## src/logic/debug_pkg.sv

```systemverilog
`default_nettype none

package debug_pkg;

  //////////////////////////////
  // Widths
  //////////////////////////////

  localparam int byte_width      = 8;                        // UART word.
  localparam int instr_width     = 32;                       // MIPS instruction.
  localparam int bytes_per_instr = instr_width / byte_width; // Bytes per program word.

  // Fetching this word stops the core.
  localparam logic [instr_width-1:0] halt_instr = '0;

  //////////////////////////////
  // Host commands
  //////////////////////////////

  // Report request k is (k+1) times cmd_report_base.
  typedef enum logic [byte_width-1:0] {
    cmd_session     = 8'h00, // Open a session.
    cmd_ack         = 8'h01, // Acknowledge byte, both ways.
    cmd_run_cont    = 8'h03, // Continuous run.
    cmd_run_step    = 8'h07, // Step mode.
    cmd_report_base = 8'h08  // First report request.
  } host_cmd_e;

  //////////////////////////////
  // Sequencer and report select
  //////////////////////////////

  typedef enum logic [2:0] {
    st_idle,
    st_soft_reset,
    st_wait_ack,
    st_load,
    st_wait_start,
    st_run,
    st_report
  } seq_state_e;

  typedef enum logic [2:0] {
    sel_none     = 3'd0,
    sel_run      = 3'd1,
    sel_pc       = 3'd2,
    sel_cycles   = 3'd3,
    sel_pc_plus4 = 3'd4,
    sel_instr    = 3'd5
  } dbg_select_e;

endpackage

`default_nettype wire
```

## src/logic/host_link_if.sv

```systemverilog
`timescale 1ns/1ps
`default_nettype none

interface host_link_if (
  input wire i_clock
);
  import debug_pkg::*;

  logic                  rx_strobe; // One cycle per received byte.
  logic [byte_width-1:0] rx_byte;   // Valid with rx_strobe.
  logic                  tx_start;  // Level, byte held while high.
  logic [byte_width-1:0] tx_byte;

  // The sequencer decodes the UART receive side.
  modport seq (
    input  i_clock,
    output rx_strobe,
    output rx_byte
  );

  modport loader (
    input i_clock,
    input rx_strobe,
    input rx_byte
  );

  modport sender (
    input  i_clock,
    input  rx_strobe,
    input  rx_byte,
    output tx_start,
    output tx_byte
  );

endinterface

`default_nettype wire

```

## src/logic/debug_unit.sv

```systemverilog
`timescale 1ns/1ps
`default_nettype none

module debug_unit #(
  parameter int addr_width = 11
) (
  input  wire                                i_clock,
  input  wire                                i_reset,
  input  wire                                i_rx_done,
  input  wire [debug_pkg::byte_width-1:0]    i_rx_byte,
  input  wire                                i_tx_done,       // UART port set only.
  input  wire                                i_soft_reset_ack,
  input  wire [debug_pkg::instr_width-1:0]   i_fetch_instr,
  input  wire [debug_pkg::instr_width-1:0]   i_debug_data,
  output logic                               o_tx_start,
  output logic [debug_pkg::byte_width-1:0]   o_tx_data,
  output logic                               o_soft_reset,
  output logic                               o_mem_write,
  output logic [addr_width-1:0]              o_mem_addr,
  output logic [debug_pkg::instr_width-1:0]  o_mem_data,
  output logic                               o_exec_mode,
  output logic                               o_enable_pc,
  output debug_pkg::dbg_select_e             o_debug_select
);

  logic load_active;
  logic load_done;
  logic send_ack;
  logic report_active;
  logic report_done;

  host_link_if link_if (
    .i_clock (i_clock)
  );

  //////////////////////////////
  // Session control
  //////////////////////////////

  debug_sequencer sequencer_i (
    .i_clock          (i_clock),
    .i_reset          (i_reset),
    .i_rx_done        (i_rx_done),
    .i_rx_byte        (i_rx_byte),
    .i_soft_reset_ack (i_soft_reset_ack),
    .i_fetch_instr    (i_fetch_instr),
    .i_load_done      (load_done),
    .i_report_done    (report_done),
    .link             (link_if.seq),
    .o_load_active    (load_active),
    .o_send_ack       (send_ack),
    .o_report_active  (report_active),
    .o_soft_reset     (o_soft_reset),
    .o_enable_pc      (o_enable_pc),
    .o_exec_mode      (o_exec_mode)
  );

  program_loader #(
    .addr_width (addr_width)
  ) loader_i (
    .i_clock       (i_clock),
    .i_reset       (i_reset),
    .link          (link_if.loader),
    .i_load_active (load_active),
    .o_load_done   (load_done),
    .o_mem_write   (o_mem_write),
    .o_mem_addr    (o_mem_addr),
    .o_mem_data    (o_mem_data)
  );

  report_sender sender_i (
    .i_clock         (i_clock),
    .i_reset         (i_reset),
    .link            (link_if.sender),
    .i_send_ack      (send_ack),
    .i_report_active (report_active),
    .i_debug_data    (i_debug_data),
    .o_debug_select  (o_debug_select),
    .o_report_done   (report_done)
  );

  // Transmit side out to the UART.
  assign o_tx_start = link_if.tx_start;
  assign o_tx_data  = link_if.tx_byte;

endmodule

`default_nettype wire

```

## src/logic/report_sender.sv

```systemverilog
`timescale 1ns/1ps
`default_nettype none

module report_sender (
  input  wire                                i_clock,
  input  wire                                i_reset,
  host_link_if.sender                        link,
  input  wire                                i_send_ack,
  input  wire                                i_report_active,
  input  wire [debug_pkg::instr_width-1:0]   i_debug_data,
  output debug_pkg::dbg_select_e             o_debug_select,
  output logic                               o_report_done
);
  import debug_pkg::*;

  localparam int report_count = 10;
  localparam int idx_width    = $clog2(report_count);
  localparam int pos_width    = $clog2(bytes_per_instr);

  logic [idx_width-1:0]  report_idx;
  logic [pos_width-1:0]  byte_pos;
  dbg_select_e           report_sel;
  logic [byte_width-1:0] expected_req;
  logic [byte_width-1:0] report_byte;
  logic                  req_match;
  logic                  last_req;

  //////////////////////////////
  // Report order
  //////////////////////////////

  // PC, cycles and PC+4 send high byte then low. The instruction goes 3 to 0.
  always_comb begin
    case (report_idx)
      0: begin
        report_sel = sel_pc;
        byte_pos   = pos_width'(1);
      end
      1: begin
        report_sel = sel_pc;
        byte_pos   = pos_width'(0);
      end
      2: begin
        report_sel = sel_cycles;
        byte_pos   = pos_width'(1);
      end
      3: begin
        report_sel = sel_cycles;
        byte_pos   = pos_width'(0);
      end
      4: begin
        report_sel = sel_pc_plus4;
        byte_pos   = pos_width'(1);
      end
      5: begin
        report_sel = sel_pc_plus4;
        byte_pos   = pos_width'(0);
      end
      6: begin
        report_sel = sel_instr;
        byte_pos   = pos_width'(3);
      end
      7: begin
        report_sel = sel_instr;
        byte_pos   = pos_width'(2);
      end
      8: begin
        report_sel = sel_instr;
        byte_pos   = pos_width'(1);
      end
      default: begin
        report_sel = sel_instr;
        byte_pos   = pos_width'(0);
      end
    endcase
  end

  assign report_byte  = i_debug_data[byte_pos*byte_width +: byte_width];

  // Request k is (k+1) * 0x08.
  assign expected_req = byte_width'((int'(report_idx) + 1) * int'(cmd_report_base));
  assign req_match    = link.rx_strobe && (link.rx_byte == expected_req);
  assign last_req     = (report_idx == idx_width'(report_count - 1));

  //////////////////////////////
  // Report index
  //////////////////////////////

  always_ff @(posedge i_clock) begin
    if (!i_reset) begin
      report_idx <= '0;
    end else if (!i_report_active) begin
      report_idx <= '0;
    end else if (req_match) begin
      // Wrong bytes leave the index where it is.
      report_idx <= last_req ? '0 : report_idx + 1'b1;
    end
  end

  assign o_report_done  = i_report_active && req_match && last_req;
  assign o_debug_select = i_report_active ? report_sel : sel_none;

  // Ack and report never overlap and share one sender.
  assign link.tx_start = i_send_ack | i_report_active;
  assign link.tx_byte  = i_send_ack ? byte_width'(cmd_ack) : report_byte;

endmodule

`default_nettype wire

```

## src/logic/program_loader.sv

```systemverilog
`timescale 1ns/1ps
`default_nettype none

module program_loader #(
  parameter int addr_width = 11
) (
  input  wire                                i_clock,
  input  wire                                i_reset,
  host_link_if.loader                        link,
  input  wire                                i_load_active,
  output logic                               o_load_done,
  output logic                               o_mem_write,
  output logic [addr_width-1:0]              o_mem_addr,
  output logic [debug_pkg::instr_width-1:0]  o_mem_data
);
  import debug_pkg::*;

  localparam int cnt_width = $clog2(bytes_per_instr);

  logic [cnt_width-1:0]   byte_cnt;
  logic [addr_width-1:0]  addr_q;
  logic [instr_width-1:0] word_q;
  logic [instr_width-1:0] next_word;
  logic                   last_byte;
  logic                   take_byte;

  // Big endian, first byte ends up on top.
  assign next_word = {word_q[instr_width-byte_width-1:0], link.rx_byte};
  assign last_byte = (byte_cnt == cnt_width'(bytes_per_instr - 1));
  assign take_byte = i_load_active && link.rx_strobe;

  //////////////////////////////
  // Word assembly
  //////////////////////////////

  always_ff @(posedge i_clock) begin
    if (take_byte) begin
      word_q <= next_word;
    end
  end

  //////////////////////////////
  // Counters and write pulse
  //////////////////////////////

  always_ff @(posedge i_clock) begin
    if (!i_reset) begin
      byte_cnt    <= '0;
      addr_q      <= '0;
      o_mem_write <= 1'b0;
      o_load_done <= 1'b0;
    end else begin
      o_mem_write <= 1'b0;
      o_load_done <= 1'b0;
      if (!i_load_active) begin
        byte_cnt <= '0; // Fresh start next load.
        addr_q   <= '0;
      end else begin
        if (o_mem_write) begin
          addr_q <= addr_q + 1'b1; // Step after each write.
        end
        if (link.rx_strobe) begin
          if (last_byte) begin
            byte_cnt <= '0;
            // A zero word ends the program and is not stored.
            if (next_word == '0) begin
              o_load_done <= 1'b1;
            end else begin
              o_mem_write <= 1'b1;
            end
          end else begin
            byte_cnt <= byte_cnt + 1'b1;
          end
        end
      end
    end
  end

  assign o_mem_addr = addr_q;
  assign o_mem_data = word_q; // Complete while the write pulse is high.

endmodule

`default_nettype wire

```

## src/logic/debug_sequencer.sv

```systemverilog
`timescale 1ns/1ps
`default_nettype none

module debug_sequencer (
  input  wire                                i_clock,
  input  wire                                i_reset,
  input  wire                                i_rx_done,
  input  wire [debug_pkg::byte_width-1:0]    i_rx_byte,
  input  wire                                i_soft_reset_ack,
  input  wire [debug_pkg::instr_width-1:0]   i_fetch_instr,
  input  wire                                i_load_done,
  input  wire                                i_report_done,
  host_link_if.seq                           link,
  output logic                               o_load_active,
  output logic                               o_send_ack,
  output logic                               o_report_active,
  output logic                               o_soft_reset,
  output logic                               o_enable_pc,
  output logic                               o_exec_mode
);
  import debug_pkg::*;

  seq_state_e state;
  seq_state_e state_next;
  logic       rx_done_q;
  logic       rx_strobe;
  logic       is_start_cmd;

  //////////////////////////////
  // Receive strobe
  //////////////////////////////

  // Falling edge of rx done, byte still valid.
  assign rx_strobe      = rx_done_q & ~i_rx_done;
  assign link.rx_strobe = rx_strobe;
  assign link.rx_byte   = i_rx_byte;

  assign is_start_cmd = (i_rx_byte == cmd_run_cont) || (i_rx_byte == cmd_run_step);

  //////////////////////////////
  // Session FSM
  //////////////////////////////

  always_comb begin
    state_next = state;
    case (state)
      st_idle: begin
        if (rx_strobe && i_rx_byte == cmd_session) begin
          state_next = st_soft_reset;
        end
      end
      st_soft_reset: begin
        if (!i_soft_reset_ack) begin // Core is in reset.
          state_next = st_wait_ack;
        end
      end
      st_wait_ack: begin
        if (rx_strobe && i_rx_byte == cmd_ack) begin
          state_next = st_load;
        end
      end
      st_load: begin
        if (i_load_done) begin
          state_next = st_wait_start;
        end
      end
      st_wait_start: begin
        if (rx_strobe && is_start_cmd) begin
          state_next = st_run;
        end
      end
      st_run: begin
        if (i_fetch_instr == halt_instr) begin
          state_next = st_report;
        end
      end
      st_report: begin
        if (i_report_done) begin // Last request answered.
          state_next = st_idle;
        end
      end
      default: begin
        state_next = st_idle;
      end
    endcase
  end

  always_ff @(posedge i_clock) begin
    if (!i_reset) begin
      state       <= st_idle;
      rx_done_q   <= 1'b0;
      o_exec_mode <= 1'b0; // Continuous.
    end else begin
      state     <= state_next;
      rx_done_q <= i_rx_done;
      if (state == st_wait_start && rx_strobe && is_start_cmd) begin
        o_exec_mode <= i_rx_byte[2]; // 1 is step mode.
      end
    end
  end

  // Outputs follow the state directly.
  assign o_soft_reset    = (state != st_soft_reset); // Active low.
  assign o_send_ack      = (state == st_wait_ack);
  assign o_load_active   = (state == st_load);
  assign o_enable_pc     = (state == st_run);
  assign o_report_active = (state == st_report);

endmodule

`default_nettype wire

```

## config.mk

```make
export PLATFORM = sky130hd
export DESIGN_NAME = debug_unit
export DESIGN_NICKNAME = d
export VERILOG_FILES = /design/src/logic/debug_pkg.sv /design/src/logic/host_link_if.sv /design/src/logic/debug_unit.sv /design/src/logic/report_sender.sv /design/src/logic/program_loader.sv /design/src/logic/debug_sequencer.sv
export SDC_FILE = /design/constraint.sdc
export NUM_CORES = 1
export LEC_CHECK = 0
export ABC_AREA = 1
export BUFFER_PORTS_ARGS = -buffer_cell sky130_fd_sc_hd__buf_2
export CAP_MARGIN = 10
export CORE_ASPECT_RATIO = 0.5
export CORE_UTILIZATION = 51
export DETAILED_ROUTE_END_ITERATION = 8
export PLACE_DENSITY_LB_ADDON = 0.3
export SYNTH_ARGS = -nofsm -noshare
export SYNTH_HDL_FRONTEND = slang
export SYNTH_SLANG_ARGS = --single-unit
```

## constraint.sdc

```tcl
create_clock -name i_clock -period 7 [get_ports i_clock]
set_input_delay 1.4 -clock i_clock [delete_from_list [all_inputs] [get_ports i_clock]]
set_output_delay 1.4 -clock i_clock [all_outputs]
set_load 0.005 [all_outputs]
```

# Word-level counts from Yosys, hierarchy flattened

Memory sizes are Yosys's and may differ from the RTL's. A register that Yosys moved wholly into a read port is not among the register bits.
Cells that the tools add are included.

Register bits after elaboration: 56
Memory bits (read-only): 80
Input port bits: 77
Output and inout port bits: 59
Word-level logic and storage cells: 72
Memories: 1

$add $sub $neg: 4
Eq/ne operators: 20
Shift-type cells: 1
Muxes and demuxes: 16
Bitwise logic cells: 3
Reductions and logical operators: 18

Memory list:

| memory          | words | bits a word | rd ports | clocked after Yosys merged registers in | write ports | RTL line            | source |
|---|---|---|---|---|---|---|---|
| (no name shown) | 16    | 5           | 1        | 1                                       | 0           | report_sender.sv:34 | `case (report_idx)` |

Operator list:

| operator                                                         | number |
|---|---|
| 32-bit logical NOT                                               | 2 |
| 32-bit by 6-bit variable part select with 8-bit output           | 1 |
| 3-bit 2-to-1 mux                                                 | 8 |
| 3-bit case mux with 7 select lines                               | 1 |
| 4-bit 2-to-1 mux                                                 | 3 |
| 11-bit by 1-bit adder with 11-bit output (second input constant) | 1 |
| 3-bit == test (second input constant)                            | 3 |
| 1-bit logical AND                                                | 9 |
| 8-bit by 1-bit == test with 1-bit output (second input constant) | 1 |
| 8-bit by 2-bit == test with 1-bit output (second input constant) | 1 |
| 8-bit by 3-bit == test with 1-bit output (second input constant) | 1 |
| 8-bit == test                                                    | 1 |
| 8-bit logical NOT                                                | 1 |
| 8-bit 2-to-1 mux                                                 | 1 |
| 2-bit != test (second input constant)                            | 4 |
| 7-bit AND reduction                                              | 1 |
| 3-bit by 2-bit == test with 1-bit output (second input constant) | 2 |
| 2-bit by 1-bit != test with 1-bit output (second input constant) | 3 |
| 4-bit by 1-bit adder with 5-bit output (second input constant)   | 1 |
| 4-bit by 1-bit adder with 4-bit output (second input constant)   | 1 |
| 4-bit == test (second input constant)                            | 1 |
| 2-bit AND reduction                                              | 2 |
| 4-bit AND reduction                                              | 1 |
| 3-bit by 1-bit == test with 1-bit output (second input constant) | 1 |
| 10 further kinds                                                 | 11 |

# Logic depth before layout (Yosys ltp)

Gate-level depths: netlist of run 1.

Depth in word-level cells: 7
Mapped depth: 14
Depth with buffers taken out: 14

# Cells and area by module

Synthesis of run 1 repeated with hierarchy kept, for this count alone.

Cells, all modules: 412
Area, all modules: 3203.1 um^2

Modules (own cells, without submodules):

| module          | times used | cells each | area each (um^2) |
|---|---|---|---|
| program_loader  | 1          | 149        | 1724.2 |
| report_sender   | 1          | 155        | 903.4 |
| debug_sequencer | 1          | 108        | 575.6 |

# Worst setup path after synthesis of run 1

No wires, ideal clock.

Kind: input port to flip-flop
Start point: input port i_rx_done
End point: register loader_i.word_q[0] (netlist: loader_i.o_mem_data[0]), enable pin
Setup time: 0.421 ns
Arrival time: 2.989 ns
Data required time: 6.579 ns
Slack: 3.590 ns
Cell stages on the path: 3
Buffers on the path: 0
Cells stage by stage: nor2_2 inv_2 nor2_1

Word-level cells in the longest chain between the ends: 3

RTL lines:

| item                   | RTL line              | source |
|---|---|---|
| start, declared        | debug_unit.sv:9       | `input wire i_rx_done,` |
| 1-bit NOT              | debug_sequencer.sv:34 | `assign rx_strobe = rx_done_q & ~i_rx_done;` |
| 1-bit AND              | debug_sequencer.sv:34 |  |
| 1-bit logical AND      | program_loader.sv:30  | `assign take_byte = i_load_active && link.rx_strobe;` |
| via loader_i.take_byte | program_loader.sv:25  | `logic take_byte;` |
| end signal, assigned   | program_loader.sv:38  | `word_q <= next_word;` |
| end, declared          | program_loader.sv:22  | `logic [instr_width-1:0] word_q;` |

The timed path passes the listed nets, and every way through them passes these cells.
A chain may end at the register's enable or synchronous reset.

# Worst setup path after layout of run 1

Start point: input port i_debug_data[24] (netlist name)
End point: output port o_tx_data[0] (netlist name)

Word-level cells in the longest chain between the ends: 2

RTL lines:

| item                                                   | RTL line             | source |
|---|---|---|
| start, declared                                        | debug_unit.sv:14     | `input wire [debug_pkg::instr_width-1:0] i_debug_data,` |
| 32-bit by 6-bit variable part select with 8-bit output | report_sender.sv:78  | `assign report_byte = i_debug_data[byte_pos*byte_width +: byte_width];` |
| 8-bit 2-to-1 mux                                       | report_sender.sv:105 | `assign link.tx_byte = i_send_ack ? byte_width'(cmd_ack) : report_byte;` |
| end, declared                                          | debug_unit.sv:16     | `output logic [debug_pkg::byte_width-1:0] o_tx_data,` |

No other way between the ends.

==> flow_metrics.env, run 1 <==
export IMPL_status="complete, no violations"
export IMPL_drt_wirelength_per_cell_microns=11.95
export IMPL_max_freq_mhz=290.8
export IMPL_synthCells=370
export IMPL_hold_path_class="flop to flop"
export IMPL_synth_warning_count=0
export IMPL_synth_ff_latch_count=61
export IMPL_path_max_fanout=1
export IMPL_grt_max_degree=33
export IMPL_finalSetupViolCount=0
export IMPL_netlist_cell_type_count=30
export IMPL_number_of_antenna_violations_at_the_first_check_in_global_routing=0
export IMPL_final_period_utilization=0.4913
export IMPL_p_leak_nw=1.807
export IMPL_io_buffer_count=134
export IMPL_tritoncts="yes"
export IMPL_stdcell_count=589
export IMPL_worstSetupPathType="input port to output port"
export IMPL_timing_max_transition_violations_final=0
export IMPL_regToRegSetupSlack_ns=5.18
export IMPL_detail_route_antenna_nets=0
export IMPL_startpoint_type="input port"
export IMPL_postSynthAreaPerCell_sq_um=8.085
export IMPL_die_w_microns=110.3
export IMPL_dr_pass1_iters=4
export IMPL_netlist_area_sq_um=2992
export IMPL_synthesis_to_finish_area_growth_pct=36.18
export IMPL_wire_length_of_the_first_global_routing_pass_mm=11.25
export IMPL_globalRouteOverflowTotal=0
export IMPL_dp_hpwl_mm=5.207
export IMPL_via_count=2928
export IMPL_p_total_mw=1.047
export IMPL_period_needed_ns=3.439
export IMPL_postRouteWirelength_mm=7.040
export IMPL_peakVddDrop_mv=0.2005
export IMPL_number_of_nets_produced_by_synthesis=451
export IMPL_post_cts_resize_count=0
export IMPL_cp_data_required_time_ns=5.60
export IMPL_htreeDepth=3
export IMPL_drc_errors=0
export IMPL_antennaDiodeCount=0
export IMPL_drt_vias_per_instance=4.971
export IMPL_start_util=0.5378
export IMPL_dpl_instance_area_sq_um=3742
export IMPL_tritoncts_num_buffers=9
export IMPL_postCtsSetupBuffers=0
export IMPL_fin_area_sq_um=4074
export IMPL_grt_total_usage=0.2378
export IMPL_routabilityCongestion=0.8007
export IMPL_dp_cells=573
export IMPL_clk_pin_slew_worst_paths_ns=0.05
export IMPL_final_core_utilization=0.7323
export IMPL_number_of_global_route_vias_before_repair=2643
export IMPL_clkLatencyLatePin_ns=0.32
export IMPL_die_y_microns=56.16
export IMPL_power_density_nw_per_um2=257.0
export IMPL_grt_setup_unrepaired="false"
export IMPL_dieArea_sq_um=6195
export IMPL_core_area_sq_um=5563
export IMPL_num_io_pins=136
export IMPL_final_net_count=592
export IMPL_final_layout_size_suffix_gt1_frac=0.3469
export IMPL_max_cap_viol_count=0
export IMPL_numClockSinks=61
export IMPL_slew_at_the_pin_closest_to_its_max_slew_limit_ns=0.5719
export IMPL_finClkSkew_ns=0.006425
export IMPL_final_setup_tns_ns=0
export IMPL_clock_tree_root_cell="sky130_fd_sc_hd__clkbuf_16"
export IMPL_hold_viol=0
export IMPL_iteration_0_drc_markers=165
export IMPL_crit_path_end_kind="output port"
export IMPL_slew_headroom=0.6182
export IMPL_sequential_element_share_of_the_synthesized_area=0.5153
export IMPL_cts_path_max_buffers=2
export IMPL_placement_rows=19
export IMPL_worstPathArrival_ns=2.04
export IMPL_cts_hold_repair_buffers=0
-- per-layer routing --
layer / vias up / GRT usage / share of wire
li1: 1502 / - / -
met1: 1329 / 0.2710 / 0.43
met2: 95 / 0.4250 / 0.52
met3: 2 / 0.08197 / 0.054
met4: 0 / 0.05827 / 0.0017
met5: - / 0 / 0
-- flip-flops by register name (all words and copies together), names as in the netlist --
signal                   flops
sender_i.report_sel          3
loader_i.byte_cnt            2
loader_i.o_load_done         1
sequencer_i.o_exec_mode      1
sequencer_i.rx_done_q        1
sender_i.report_idx          4
loader_i.o_mem_addr         11
loader_i.o_mem_data         32
sender_i.byte_pos            2
sequencer_i.state            3
loader_i.o_mem_write         1
-- critical path, stage by stage --
cell	delay, ns
sky130_fd_sc_hd__buf_2	0.10
sky130_fd_sc_hd__nor2_1	0.11
sky130_fd_sc_hd__nor2_1	0.05
sky130_fd_sc_hd__o21ai_0	0.08
sky130_fd_sc_hd__o311ai_0	0.14
sky130_fd_sc_hd__buf_2	0.16
-- cells in the final DEF (no fill, tap or decap), types with 2 or more instances in the layout --
cell type | synthesis | layout
sky130_fd_sc_hd__a21oi_1 | 16 | 16
sky130_fd_sc_hd__a21oi_2 | 2 | 2
sky130_fd_sc_hd__buf_2 | 2 | 134
sky130_fd_sc_hd__bufinv_16 | 0 | 3
sky130_fd_sc_hd__clkbuf_1 | 3 | 2
sky130_fd_sc_hd__clkbuf_16 | 0 | 9
sky130_fd_sc_hd__dfxtp_1 | 29 | 29
sky130_fd_sc_hd__edfxtp_1 | 32 | 32
sky130_fd_sc_hd__ha_1 | 4 | 4
sky130_fd_sc_hd__inv_1 | 37 | 37
sky130_fd_sc_hd__inv_2 | 8 | 8
sky130_fd_sc_hd__nand2_1 | 61 | 61
sky130_fd_sc_hd__nand2_2 | 5 | 5
sky130_fd_sc_hd__nand3_1 | 11 | 11
sky130_fd_sc_hd__nand3_2 | 3 | 3
sky130_fd_sc_hd__nand3b_1 | 2 | 2
sky130_fd_sc_hd__nand4_1 | 9 | 9
sky130_fd_sc_hd__nor2_1 | 89 | 88
sky130_fd_sc_hd__nor2_2 | 7 | 8
sky130_fd_sc_hd__nor2_4 | 2 | 2
sky130_fd_sc_hd__nor3_1 | 8 | 8
sky130_fd_sc_hd__nor3_2 | 2 | 2
sky130_fd_sc_hd__nor4_1 | 7 | 7
sky130_fd_sc_hd__o21ai_0 | 20 | 20
sky130_fd_sc_hd__o21ai_1 | 3 | 3
sky130_fd_sc_hd__xor2_1 | 2 | 2
-- report_power, final --
| group | internal [mW] | switching, mW |
|---|---|---|
| Sequential | 0.386 | 0.0150 |
| Combinational | 0.0649 | 0.0921 |
| Clock | 0.345 | 0.144 |
| Total | 0.796 | 0.251 |
-- synth_stat cells (all sizes together) --
| cell | number | area share |
|---|---|---|
| o21ai | 23 | 0.038 |
| a31oi | 1 | 0.0021 |
| clkbuf | 3 | 0.0038 |
| nand2 | 66 | 0.087 |
| buf | 2 | 0.0033 |
| nand3 | 15 | 0.034 |
| inv | 45 | 0.056 |
| dfxtp | 29 | 0.19 |
| nand3b | 2 | 0.0050 |
| nor2 | 98 | 0.13 |
| xnor2 | 1 | 0.0029 |
| nor3 | 10 | 0.020 |
| edfxtp | 32 | 0.32 |
| o21a | 1 | 0.0025 |
| nand4 | 9 | 0.019 |
| a21oi | 18 | 0.033 |
| xor2 | 2 | 0.0059 |
| mux2i | 1 | 0.0033 |
| nor4 | 7 | 0.015 |
| ha | 4 | 0.017 |
| o311ai | 1 | 0.0029 |
-- logic make-up (layout without fill, tap and decap cells) --
logic type,count (synthesis),after routing,synth area share
and+or+nand+nor,207,207,0.3137
DFF,61,61,0.5153
buffers and inverters,50,196,0.06357
AOI/OAI and AO/OA,44,44,0.07863
adders and majority gates,4,4,0.01673
xor gates and xnor gates,3,3,0.008785
muxes,1,1,0.003346
-- path summary, 6_finish.rpt --
path,startpoint,end,cells after the start
worst min-delay path,sequencer_i.o_exec_mode,sequencer_i.o_exec_mode,2
worst max-delay path,i_debug_data[24],o_tx_data[0],6
worst min register to register,sequencer_i.o_exec_mode,sequencer_i.o_exec_mode,2
worst max register to register,sender_i.report_idx[1],sender_i.byte_pos[0],13
-- through the flow --
stage,hold slack (ns),worst slack [ns]
after floorplan,0.4396,3.590
after CTS,0.4446,3.599
after detailed placement,0.4370,3.609
final,0.4425,3.561
after global routing,0.4542,3.496
after global placement,0.4320,3.598
-- final cells by class --
cell class,count,area (sq um)
flip-flops and latches,61,1541
fillers,468,1489
multi-input cells,259,1262
repair buffers,135,678.2
clock buffers,11,232.7
inverters,45,168.9
clock inverters,5,98.84
well taps,73,91.34
Note: power is estimated with default switching activity, not from simulation.
==> run 2, diff against run 1 <==
--- a/config.mk
+++ b/config.mk
@@ -9,7 +9,7 @@
 export BUFFER_PORTS_ARGS = -buffer_cell sky130_fd_sc_hd__buf_2
 export CAP_MARGIN = 10
 export CORE_ASPECT_RATIO = 0.5
-export CORE_UTILIZATION = 51
+export CORE_UTILIZATION = 42
 export DETAILED_ROUTE_END_ITERATION = 8
 export PLACE_DENSITY_LB_ADDON = 0.3
 export SYNTH_ARGS = -nofsm -noshare
==> constraint.sdc (replaced) <==
create_clock -name i_clock -period 3.1 [get_ports i_clock]
set_input_delay 0.62 -clock i_clock [delete_from_list [all_inputs] [get_ports i_clock]]
set_output_delay 0.62 -clock i_clock [all_outputs]
set_load 0.005 [all_outputs]
==> run 2 against run 1 <==
Cell count rose by 3.2%. Sequential power is 130% higher. Routed wire length shrank 4.8%.
==> flow_metrics.env, run 2 (synthesized netlist as in run 1, its figures left out) <==
export IMPL_finClkSkew_ns=0.005823
export IMPL_startpoint_type="flop"
export IMPL_launch_point_of_the_worst_reg_to_reg_path="sender_i.report_idx[0]"
export IMPL_number_of_antenna_violations_at_the_first_check_in_global_routing=0
export IMPL_clk_pin_slew_worst_paths_ns=0.05
export IMPL_cp_data_required_time_ns=2.48
export IMPL_r2r_end="sender_i.byte_pos[0]"
export IMPL_cts_path_max_buffers=2
export IMPL_via_count=2838
export IMPL_drc_errors=0
export IMPL_globalRouteOverflowTotal=0
export IMPL_io_buffer_count=134
export IMPL_max_cap_viol_count=0
export IMPL_final_layout_size_suffix_gt1_frac=0.3488
export IMPL_drt_vias_per_instance=4.668
export IMPL_antennaDiodeCount=0
export IMPL_hold_path_startpoint="sequencer_i.o_exec_mode"
export IMPL_num_io_pins=136
export IMPL_path_max_fanout=17
export IMPL_timing_hold_worst_endpoint="sequencer_i.o_exec_mode"
export IMPL_clock_tree_root_cell="sky130_fd_sc_hd__clkbuf_16"
export IMPL_placement_rows=21
export IMPL_p_leak_nw=1.789
export IMPL_crit_path_end_kind="output port"
export IMPL_layout_area_seq_sq_um=1541
export IMPL_final_net_count=592
export IMPL_drt_wirelength_per_cell_microns=11.03
export IMPL_hold_viol=0
export IMPL_grt_max_degree=33
export IMPL_final_period_utilization=0.7684
export IMPL_postRouteWirelength_mm=6.705
export IMPL_wire_length_of_the_first_global_routing_pass_mm=10.35
export IMPL_peakVddDrop_mv=0.3179
export IMPL_area_occupied_by_multi_input_gates_sq_um=1262
export IMPL_r2r_cells=11
export IMPL_grt_total_usage=0.1807
export IMPL_postCtsSetupBuffers=0
export IMPL_worstSetupPathType="flop to output port"
export IMPL_slew_headroom=0.6113
export IMPL_detail_route_antenna_nets=0
export IMPL_tritoncts="yes"
export IMPL_dp_hpwl_mm=5.040
export IMPL_die_w_microns=121.4
export IMPL_htreeDepth=3
export IMPL_power_density_nw_per_um2=545.5
export IMPL_final_core_utilization=0.5989
export IMPL_grt_setup_unrepaired="false"
export IMPL_layout_cells_most_common="sky130_fd_sc_hd__buf_2"
export IMPL_numClockSinks=61
export IMPL_dr_pass1_iters=4
export IMPL_post_cts_resize_count=0
export IMPL_die_y_microns=61.68
export IMPL_dieArea_sq_um=7485
export IMPL_p_total_mw=2.215
export IMPL_core_area_sq_um=6779
export IMPL_hold_path_class="flop to flop"
export IMPL_regToRegSetupSlack_ns=1.31
export IMPL_finalSetupViolCount=0
export IMPL_iteration_0_drc_markers=136
export IMPL_max_freq_mhz=419.8
export IMPL_number_of_global_route_vias_before_repair=2432
export IMPL_dpl_instance_area_sq_um=3766
export IMPL_fillcell_total=676
export IMPL_final_setup_tns_ns=0
export IMPL_clkLatencyLatePin_ns=0.31
export IMPL_start_util=0.4413
export IMPL_fin_area_sq_um=4060
export IMPL_slew_at_the_pin_closest_to_its_max_slew_limit_ns=0.5822
export IMPL_tritoncts_num_buffers=9
export IMPL_worstPathArrival_ns=1.76
export IMPL_largest_register_ff_count=32
export IMPL_routabilityCongestion=0.8267
export IMPL_cts_hold_repair_buffers=0
export IMPL_most_frequent_cells_in_the_layout="134 x sky130_fd_sc_hd__buf_2, 88 x sky130_fd_sc_hd__nor2_1, 61 x sky130_fd_sc_hd__nand2_1"
export IMPL_timing_max_transition_violations_final=0
export IMPL_status="complete, no violations"
export IMPL_period_needed_ns=2.382
export IMPL_synthesis_to_finish_area_growth_pct=35.72
export IMPL_hold_path_depth=2
[run 2: cell count changes in the layout (fill, tap and decap cells not counted), sizes merged]
cell / previous run / this run
bufinv: 3 / 1
clkinv: 2 / 3
clkinvlp: 0 / 1
[run 2: layout make-up]
class	instances	share of cell area
inverters	45	0.04160
well taps	92	0.02835
multi-input cells	259	0.3109
repair buffers	135	0.1670
clock inverters	5	0.01263
clock buffers	11	0.05978
flip-flops and latches	61	0.3797
[run 2: stage by stage]
step	cells	hold WS, ns	setup WS [ns]
after floorplan	370	0.4396	0.4698
after global placement	592	0.4368	1.078
after detailed placement	592	0.4418	1.059
after CTS	608	0.4499	0.7185
after global routing	608	0.4659	0.5703
final	608	0.4439	0.7180
[run 2: how the worst max path moves through the flow]
stage / startpoint / to / slack, ns / cells past startpoint
after global placement: sender_i.byte_pos[0] / o_tx_data[0] / 1.08 / 6
after floorplan: i_rx_done / loader_i.o_mem_data[0] / 0.47 / 3
after global routing: sender_i.byte_pos[0] / o_tx_data[0] / 0.57 / 6
after CTS: sender_i.byte_pos[0] / o_tx_data[0] / 0.72 / 6
after detailed placement: sender_i.byte_pos[0] / o_tx_data[0] / 1.06 / 6
final: sender_i.byte_pos[0] / o_tx_data[0] / 0.72 / 6
[run 2: metal layers]
metal | share of wire | global-route usage | vias up
li1 | - | - | 1496
met1 | 0.45 | 0.2120 | 1237
met2 | 0.48 | 0.3190 | 95
met3 | 0.057 | 0.05833 | 10
met4 | 0.014 | 0.06878 | 0
met5 | 0 | 0 | -
[run 2: where the power goes]
part / leakage [nW] / internal, mW / switching, mW
logic: 1.12 / 0.146 / 0.202
clock network: 0.143 / 0.637 / 0.324
registers: 0.522 / 0.872 / 0.0329
total: 1.79 / 1.66 / 0.560
[run 2: worst max-delay path, cell delays in order (launching register included)]
cell	delay, ns
sky130_fd_sc_hd__dfxtp_1	0.68
sky130_fd_sc_hd__inv_2	0.23
sky130_fd_sc_hd__nor2_1	0.13
sky130_fd_sc_hd__nor2_1	0.04
sky130_fd_sc_hd__o21ai_0	0.07
sky130_fd_sc_hd__o311ai_0	0.13
sky130_fd_sc_hd__buf_2	0.15
==> run 3, diff against run 2 <==
--- a/config.mk
+++ b/config.mk
@@ -5,11 +5,11 @@
 export SDC_FILE = /design/constraint.sdc
 export NUM_CORES = 1
 export LEC_CHECK = 0
-export ABC_AREA = 1
+export ABC_AREA = 0
 export BUFFER_PORTS_ARGS = -buffer_cell sky130_fd_sc_hd__buf_2
 export CAP_MARGIN = 10
 export CORE_ASPECT_RATIO = 0.5
-export CORE_UTILIZATION = 42
+export CORE_UTILIZATION = 46
 export DETAILED_ROUTE_END_ITERATION = 8
 export PLACE_DENSITY_LB_ADDON = 0.3
 export SYNTH_ARGS = -nofsm -noshare
==> constraint.sdc (replaced) <==
create_clock -name i_clock -period 2.45 [get_ports i_clock]
set_input_delay 0.49 -clock i_clock [delete_from_list [all_inputs] [get_ports i_clock]]
set_output_delay 0.49 -clock i_clock [all_outputs]
set_load 0.005 [all_outputs]
==> run 3 against run 2 <==
Global-route usage grew 3.2 points. The flow now finishes with violations (DRC). Sequential cell count is the same. Sequential power increased by 19%. Routed wire length fell by 2.3%. Clock skew up 0.0012 ns. Register-to-register slack got worse by 1.1 ns. Non-clock buffer count grew 7. Sequential share of layout area is 1.6 points higher. Utilization rose by 8.9 points. Critical path depth down 2. Hold slack got worse by 0.053 ns.
==> flow_metrics.env, run 3 <==
export IMPL_die_w_microns=111.9
export IMPL_crit_path_end_kind="output port"
export IMPL_synth_top_cells_by_area="sky130_fd_sc_hd__edfxtp_1 35%, sky130_fd_sc_hd__dfxtp_1 21%, sky130_fd_sc_hd__mux4_2 6.5%, sky130_fd_sc_hd__nor4_1 3.6%, sky130_fd_sc_hd__nor2b_1 3.4%"
export IMPL_status="finished with violations"
export IMPL_r2r_cells=7
export IMPL_startpoint_type="flop"
export IMPL_core_area_sq_um=5658
export IMPL_path_max_fanout=5
export IMPL_postSynthAreaPerCell_sq_um=11.73
export IMPL_worstPathArrival_ns=1.82
export IMPL_peakVddDrop_mv=0.3159
export IMPL_sequential_element_share_of_the_synthesized_area=0.5545
export IMPL_numClockSinks=61
export IMPL_max_cap_viol_count=0
export IMPL_synthesis_to_finish_area_growth_pct=40.10
export IMPL_synth_compound_area_share=0.06616
export IMPL_violations="DRC"
export IMPL_dp_cells=445
export IMPL_yosysTopAreaCellShare=0.3456
export IMPL_grt_max_degree=33
export IMPL_p_leak_nw=1.617
export IMPL_via_count=2403
export IMPL_detail_route_antenna_nets=0
export IMPL_largest_register_ff_count=32
export IMPL_tritoncts_num_buffers=9
export IMPL_clkLatencyLatePin_ns=0.32
export IMPL_p_total_mw=2.536
export IMPL_power_density_nw_per_um2=651.1
export IMPL_placement_rows=19
export IMPL_drt_vias_per_instance=5.213
export IMPL_final_net_count=464
export IMPL_grt_total_usage=0.2127
export IMPL_htreeDepth=3
export IMPL_number_of_antenna_violations_at_the_first_check_in_global_routing=0
export IMPL_hold_viol=0
export IMPL_drc_errors=4
export IMPL_layout_cells_most_common="sky130_fd_sc_hd__buf_2"
export IMPL_postCtsSetupBuffers=0
export IMPL_final_period_utilization=0.9436
export IMPL_slew_at_the_pin_closest_to_its_max_slew_limit_ns=0.7107
export IMPL_number_of_global_route_vias_before_repair=2344
export IMPL_wire_length_of_the_first_global_routing_pass_mm=10.54
export IMPL_num_io_pins=136
export IMPL_launch_point_of_the_worst_reg_to_reg_path="sender_i.report_idx[0]"
export IMPL_final_setup_tns_ns=0
export IMPL_synth_ff_latch_count=61
export IMPL_tritoncts="yes"
export IMPL_dp_hpwl_mm=4.960
export IMPL_timing_max_transition_violations_final=0
export IMPL_hold_path_depth=1
export IMPL_most_frequent_cells_in_the_layout="134 x sky130_fd_sc_hd__buf_2, 32 x sky130_fd_sc_hd__edfxtp_1, 29 x sky130_fd_sc_hd__dfxtp_1"
export IMPL_number_of_flops_mapped_to_enable_cells_by_yosys=32
export IMPL_start_util=0.4914
export IMPL_postRouteWirelength_mm=6.551
export IMPL_iteration_0_drc_markers=136
export IMPL_cp_data_required_time_ns=1.96
export IMPL_worstSetupPathType="flop to output port"
export IMPL_max_freq_mhz=432.6
export IMPL_die_y_microns=56.97
export IMPL_routabilityCongestion=0.7834
export IMPL_synth_mux_area_frac=0.08641
export IMPL_globalRouteOverflowTotal=0
export IMPL_synth_adder_area_share=0.01800
export IMPL_synth_warning_count=0
export IMPL_stdcell_count=461
export IMPL_ys_dominant_reg_cell="sky130_fd_sc_hd__edfxtp_1"
export IMPL_number_of_nets_produced_by_synthesis=318
export IMPL_worst_hold_slack_ns=0.3907
export IMPL_hold_path_startpoint="i_rx_byte[4]"
export IMPL_critPathLaunch="sender_i.byte_pos[0]"
export IMPL_dr_pass1_iters=6
export IMPL_antennaDiodeCount=0
export IMPL_drt_wirelength_per_cell_microns=14.21
export IMPL_clock_tree_root_cell="sky130_fd_sc_hd__clkbuf_16"
export IMPL_final_layout_size_suffix_gt1_frac=0.4407
export IMPL_netlist_area_sq_um=2780
export IMPL_fillcell_total=424
export IMPL_io_buffer_count=134
export IMPL_async_reset_ff_frac=0
export IMPL_finClkSkew_ns=0.007037
export IMPL_hold_path_class="input port to flop"
export IMPL_synth_most_common_cell="sky130_fd_sc_hd__edfxtp_1"
export IMPL_yosys_area_share_xor_xnor=0.04410
export IMPL_clk_pin_slew_worst_paths_ns=0.05
export IMPL_dominant_cell_type_by_area_after_synthesis="sky130_fd_sc_hd__edfxtp_1"
export IMPL_netlist_cell_type_count=44
export IMPL_cts_path_max_buffers=2
export IMPL_synth_top_cells_by_count="32 x sky130_fd_sc_hd__edfxtp_1, 29 x sky130_fd_sc_hd__dfxtp_1, 20 x sky130_fd_sc_hd__nor2_1"
export IMPL_synth_top_family_by_area="simple AND/OR/NAND/NOR gates"
export IMPL_slew_headroom=0.5202
export IMPL_period_needed_ns=2.312
export IMPL_finalSetupViolCount=0
export IMPL_grt_setup_unrepaired="false"
export IMPL_dieArea_sq_um=6378
export IMPL_synthCells=237
export IMPL_synthSimpleGateAreaFrac=0.2111
[run 3: cell families after synthesis]
family / count (synthesis)
DFF: 61
and+or+nand+nor: 105
xor gates and xnor gates: 14
AOI/OAI and AO/OA: 25
muxes: 14
buffers and inverters: 14
adders and majority gates: 4
[run 3: timing repair]
| action | in CTS | in global routing |
|---|---|---|
| hold buffers | 0 | 0 |
| setup endpoints to repair | 0 | 2 |
| endpoints found under the hold margin | 0 | 0 |
| gates resized for setup | 0 | 1 |
[run 3: report_power, final]
| part | internal, mW | switching [mW] | leakage, nW |
|---|---|---|---|
| registers | 1.07 | 0.00402 | 0.521 |
| logic | 0.0782 | 0.0508 | 0.943 |
| clock network | 0.915 | 0.417 | 0.153 |
| total | 2.06 | 0.472 | 1.62 |
[run 3: critical path: stages (launching register included)]
cell	delay (ns)
sky130_fd_sc_hd__dfxtp_1	0.49
sky130_fd_sc_hd__buf_4	0.22
sky130_fd_sc_hd__mux4_2	0.51
sky130_fd_sc_hd__nor2b_1	0.15
sky130_fd_sc_hd__buf_2	0.13
[run 3: stage by stage]
step | cell area [sq um] | util | setup slack (ns)
2_1_floorplan | 2780 | - | 0.3704
3_3_place_gp | 3573 | 0.6316 | 0.3025
3_5_place_dp | 3573 | 0.6316 | 0.2158
4_1_cts | 3892 | 0.6880 | 0.1080
5_1_grt | 3895 | 0.6884 | 0.002137
6_report | 3895 | 0.6884 | 0.1381
[run 3: worst paths after layout]
path | end | slack, ns
min | loader_i.o_mem_data[4] | 0.39
min reg2reg | loader_i.o_mem_data[31] | 0.48
max reg2reg | sender_i.byte_pos[1] | 0.23
max | o_tx_data[4] | 0.14
[run 3: layout make-up]
cell class	count	area (sq um)	area share
Clock buffer	12	246.5	0.06328
Clock inverter	4	72.57	0.01863
Inverter	7	26.28	0.006746
Multi-Input combinational cell	162	1186	0.3045
Sequential cell	61	1541	0.3958
Tap cell	73	91.34	0.02345
Timing Repair Buffer	142	730.7	0.1876
[run 3: per-layer routing]
layer / up-vias / track usage / part of all wire
met4: 0 / 0.07810 / 0.013
met5: - / 0 / 0
met2: 95 / 0.3869 / 0.50
met3: 10 / 0.07333 / 0.076
li1: 1185 / - / -
met1: 1113 / 0.2364 / 0.41
